<file path="src/rtl/axi_pkg.sv">
`default_nettype none

package axi_pkg;

  // word address into one SRAM chip
  localparam int AXI_ADDR_WIDTH = 20;

  // one SRAM data word, always written whole
  localparam int AXI_DATA_WIDTH = 16;

  typedef logic [AXI_ADDR_WIDTH-1:0] axi_addr_t;
  typedef logic [AXI_DATA_WIDTH-1:0] axi_data_t;

endpackage

`default_nettype wire

</file>
<file path="src/rtl/sram_pkg.sv">
`default_nettype none

package sram_pkg;

  // which of the two SRAM banks, 0 or 1
  typedef logic [0:0] bank_t;

  // one pin cycle per access, then wait for the response handshake
  typedef enum logic [2:0] {
    IDLE,
    WRITE,
    WRITE_RESP,
    READ,
    READ_RESP
  } sram_state_e;

endpackage

`default_nettype wire

</file>
<file path="src/rtl/axi_2x2.sv">
`default_nettype none

module axi_2x2 (
  input  wire                     clk,
  input  wire                     reset,
  input  wire                     switch,
  output sram_pkg::bank_t         sel,

  // producer, write only
  input  wire axi_pkg::axi_addr_t awaddr,
  input  wire                     awvalid,
  output logic                    awready,
  input  wire axi_pkg::axi_data_t wdata,
  input  wire                     wvalid,
  output logic                    wready,
  output logic                    bvalid,
  input  wire                     bready,

  // consumer, read only
  input  wire axi_pkg::axi_addr_t araddr,
  input  wire                     arvalid,
  output logic                    arready,
  output axi_pkg::axi_data_t      rdata,
  output logic                    rvalid,
  input  wire                     rready,

  // controller 0
  output axi_pkg::axi_addr_t      out0_awaddr,
  output logic                    out0_awvalid,
  input  wire                     out0_awready,
  output axi_pkg::axi_data_t      out0_wdata,
  output logic                    out0_wvalid,
  input  wire                     out0_wready,
  input  wire                     out0_bvalid,
  output logic                    out0_bready,
  output axi_pkg::axi_addr_t      out0_araddr,
  output logic                    out0_arvalid,
  input  wire                     out0_arready,
  input  wire axi_pkg::axi_data_t out0_rdata,
  input  wire                     out0_rvalid,
  output logic                    out0_rready,

  // controller 1
  output axi_pkg::axi_addr_t      out1_awaddr,
  output logic                    out1_awvalid,
  input  wire                     out1_awready,
  output axi_pkg::axi_data_t      out1_wdata,
  output logic                    out1_wvalid,
  input  wire                     out1_wready,
  input  wire                     out1_bvalid,
  output logic                    out1_bready,
  output axi_pkg::axi_addr_t      out1_araddr,
  output logic                    out1_arvalid,
  input  wire                     out1_arready,
  input  wire axi_pkg::axi_data_t out1_rdata,
  input  wire                     out1_rvalid,
  output logic                    out1_rready
);

  logic pending;
  logic wr_busy;
  logic rd_busy;
  logic aw_go;
  logic w_go;
  logic ar_go;
  logic swap_now;

  // a pending swap stops new requests, so the controllers never raise ready
  assign aw_go = awvalid && !pending;
  assign w_go  = wvalid && !pending;
  assign ar_go = arvalid && !pending;

  // payload goes to both sides, valids only to the owner
  assign out0_awaddr = awaddr;
  assign out1_awaddr = awaddr;
  assign out0_wdata  = wdata;
  assign out1_wdata  = wdata;
  assign out0_araddr = araddr;
  assign out1_araddr = araddr;

  // producer owns bank sel
  assign out0_awvalid = aw_go && (sel == 1'b0);
  assign out1_awvalid = aw_go && (sel == 1'b1);
  assign out0_wvalid  = w_go && (sel == 1'b0);
  assign out1_wvalid  = w_go && (sel == 1'b1);
  assign out0_bready  = bready && (sel == 1'b0);
  assign out1_bready  = bready && (sel == 1'b1);

  // consumer owns the other bank
  assign out0_arvalid = ar_go && (sel == 1'b1);
  assign out1_arvalid = ar_go && (sel == 1'b0);
  assign out0_rready  = rready && (sel == 1'b1);
  assign out1_rready  = rready && (sel == 1'b0);

  assign awready = sel ? out1_awready : out0_awready;
  assign wready  = sel ? out1_wready : out0_wready;
  assign bvalid  = sel ? out1_bvalid : out0_bvalid;
  assign arready = sel ? out0_arready : out1_arready;
  assign rdata   = sel ? out0_rdata : out1_rdata;
  assign rvalid  = sel ? out0_rvalid : out1_rvalid;

  // swap only once both ports have drained
  assign swap_now = pending && !wr_busy && !rd_busy;

  always_ff @(posedge clk) begin
    if (reset) begin
      sel     <= '0;
      pending <= 1'b0;
      wr_busy <= 1'b0;
      rd_busy <= 1'b0;
    end else begin
      if (swap_now) begin
        sel     <= ~sel;
        pending <= 1'b0;
      end else if (switch) begin
        pending <= 1'b1;
      end

      // outstanding from request handshake to response handshake
      if (awvalid && awready) begin
        wr_busy <= 1'b1;
      end else if (bvalid && bready) begin
        wr_busy <= 1'b0;
      end

      if (arvalid && arready) begin
        rd_busy <= 1'b1;
      end else if (rvalid && rready) begin
        rd_busy <= 1'b0;
      end
    end
  end

endmodule

`default_nettype wire

</file>
<file path="config.mk">
export PLATFORM = sky130hd
export DESIGN_NAME = axi_2x2
export DESIGN_NICKNAME = d
export VERILOG_FILES = /design/src/rtl/axi_pkg.sv /design/src/rtl/sram_pkg.sv /design/src/rtl/axi_2x2.sv
export SDC_FILE = /design/constraint.sdc
export NUM_CORES = 1
export LEC_CHECK = 0
export ABC_AREA = 1
export BUFFER_PORTS_ARGS = -buffer_cell sky130_fd_sc_hd__buf_2
export CORE_AREA = 3 3 95 97
export CTS_CLUSTER_SIZE = 10
export DETAILED_ROUTE_END_ITERATION = 6
export DIE_AREA = 0 0 98 100
export PLACE_DENSITY = 0.6
export SLEW_MARGIN = 40
export SYNTH_ARGS = -nofsm -noshare
export SYNTH_HDL_FRONTEND = slang
export SYNTH_SLANG_ARGS = --single-unit
</file>
<file path="constraint.sdc">
create_clock -name clk -period 1.23 [get_ports clk]
set_clock_uncertainty 0.05 [all_clocks]
set_input_delay 0.246 -clock clk [delete_from_list [all_inputs] [get_ports clk]]
set_output_delay 0.246 -clock clk [all_outputs]
set_load 0.005 [all_outputs]
</file>
==> flow_metrics.tcl <==
set metrics [dict create \
    setup_viol 32 \
    hold_path.class "input pin to register" \
    filler_cell_count 963 \
    cts_buffer_depth 2 \
    port_buffers 81 \
    slew_headroom_pct 84.6 \
    ios 250 \
    reg2reg_from "sel$_SDFFE_PP0P_" \
    fin_crit_ns 1.40 \
    drive_above_1_share_pct 66.3 \
    synthTopCellsByCount "buf_4 (115), nand2_1 (62), inv_1 (14)" \
    htreeDepth 1 \
    diodes 0 \
    ant_nets 0 \
    hpwl_um 3410 \
    crit_path_start "sel$_SDFFE_PP0P_" \
    cellLeakagePower_nw 0.835 \
    critPathKind "register to output pin" \
    antenna_found_initial 0 \
    cp_max_fo 6 \
    cts_tree "done" \
    synth_edf_count 0 \
    die_y_um 100 \
    drt-pass1-iter-count 2 \
    cts_made_buffers 3 \
    violations "negative setup slack" \
    p_per_area_nw_per_um2 729 \
    insertion_delay_ns 0.21 \
    status "finished, violations left" \
    synthesis.area_um2 1440 \
    hp-start "reset" \
    synth.avg_cell_area_um2 6.30 \
    vias 1128 \
    worstMarginPinSlew_ns 0.230 \
    synth_area_leaders "buf_4 (60%), nand2_1 (16%), dfxtp_1 (5.6%), inv_1 (3.7%), nor3_1 (2.4%)" \
    crit_arrival_ns 1.10 \
    synth_top_area_share_pct 60.1 \
    dp_cells 302 \
    path_clk_slew_ns 0.03 \
    yosysUniqueCellTypes 21 \
    max_freq_mhz 716 \
    pre_cts_slack_ns -0.0158 \
    grt_max_degree 25 \
    wl_per_cell_um 14.3 \
    grt_pass1_vias 1133 \
    fp.dieW_um 98 \
    dieArea_um2 9800 \
    synth-seq-area-share_pct 5.57 \
    rows 33 \
    coreArea_um2 8220 \
    instances_no_fill 310 \
    place.gp.congestion 0.655 \
    synthArstFlopShare_pct 0 \
    cts.sinks 4 \
    maxCapViolations 0 \
    holdWs_ns 0.192 \
    area_growth_pct 0.0872 \
    hold_viol_final 0 \
    crit_path_end_kind "output pin" \
    register_area_um2 85.1 \
    gr-usage-all-layers_pct 7.69 \
    fin_crit_sh_pct 114 \
    syn_inst 228 \
    drt_wl_total_um 4440 \
    rsz0062_at_grt "true" \
    cts_root_buffer "clkbuf_8" \
    ys_ff_latch 4 \
    ir_drop_v 0.000599 \
    drc 0 \
    critPathLaunchType "register" \
    cp.required_ns 0.93 \
    syn_nets 334 \
    slew_violations 0 \
    start_util_pct 17.5 \
    vias_per_cell 3.64 \
    yosysMostFrequentCell "buf_4" \
    yosysTopAreaCell "buf_4" \
    drtIter0Drc 23 \
    overflow 0 \
    fin_ws_ns -0.167 \
    final_nets 313 \
    yosysWarnings 0 \
    synthFlopType "dfxtp_1" \
    multi_input_area_um2 493 \
    grt_first_pass_wirelength_um 5800 \
]
## per-stage QoR
stage               util (%)  power, mW  cell area [um2]  TNS (ns)
detailed placement      13.9      0.627             1140   -0.0317
global placement        13.9      0.622             1140         0
CTS                     14.8      0.918             1210     -2.89
floorplan                  -      0.676             1440         0
finish                  17.5       1.05             1440     -4.24
global route            17.5       1.14             1440     -5.81
## power breakdown
group / leakage [nW] / internal, mW / switching [mW]
Sequential: 0.0341 / 0.144 / 0.0234
Combinational: 0.779 / 0.332 / 0.277
Clock: 0.0216 / 0.208 / 0.0639
## layer usage
metal	wire, um	global-route usage, %
met4	330	8.09
met2	2200	13.5
met1	1340	6.29
met5	0	0
met3	567	3.06
## layout by cell type, fill, tap and decap left out
master,instances
nand3_2,1
dfxtp_2,1
inv_6,1
buf_12,3
nand2_2,16
nor3_4,1
nor2_2,3
dfxtp_4,1
nor2_1,1
or2_0,1
and2_4,2
inv_1,13
nand3_1,3
nor3_2,5
nor3_1,1
nand2_4,4
clkbuf_8,3
a21oi_2,1
inv_2,3
buf_4,4
clkbuf_16,3
a21oi_1,2
nand2_1,44
dfxtp_1,2
o21a_1,2
buf_2,77
or2_2,1
buf_6,6
## final timing paths
kind | end | slack [ns] | cells after the start
worst max-delay path | rdata[6] | -0.17 | 5
worst min-delay path | wr_busy$_SDFFE_PP0P_ | 0.19 | 2
worst max register to register | wr_busy$_SDFFE_PP0P_ | 0.12 | 4
worst min register to register | wr_busy$_SDFFE_PP0P_ | 0.41 | 2
## sequential cells by signal, summed over array words and instances (netlist names)
| signal | flops |
|---|---|
| pending | 1 |
| rd_busy | 1 |
| sel | 1 |
| wr_busy | 1 |
## repair_timing
item / 4_1_cts / 5_1_grt
gates resized for setup: 7 / 36
pin swaps: 0 / 14
buffers inserted: 0 / 1
setup endpoints to repair: 32 / 31
hold buffers: 0 / 0
gates cloned: 0 / 4
## area by class of cell
cell class,instances,share of cell area [%]
Inverter,17,4.79
Multi-Input combinational cell,88,34.3
Tap cell,105,9.14
Clock buffer,3,2.87
Timing Repair Buffer,93,43.0
Sequential cell,4,5.92
## cell families after synthesis
group | Yosys count | synth area share, %
AO/OA/AOI/OAI | 5 | 2.35
buffers and inverters | 136 | 67.5
flip-flops | 4 | 5.58
AND/OR/NAND/NOR | 83 | 24.6
## worst max-delay path, cell delays in order (launching register included)
cell and delay, ns:
dfxtp_4 0.37, buf_12 0.14, clkbuf_16 0.16, nand2_4 0.06, nand2_2 0.05, buf_6 0.11
Note: power is estimated with default switching activity, not from simulation.
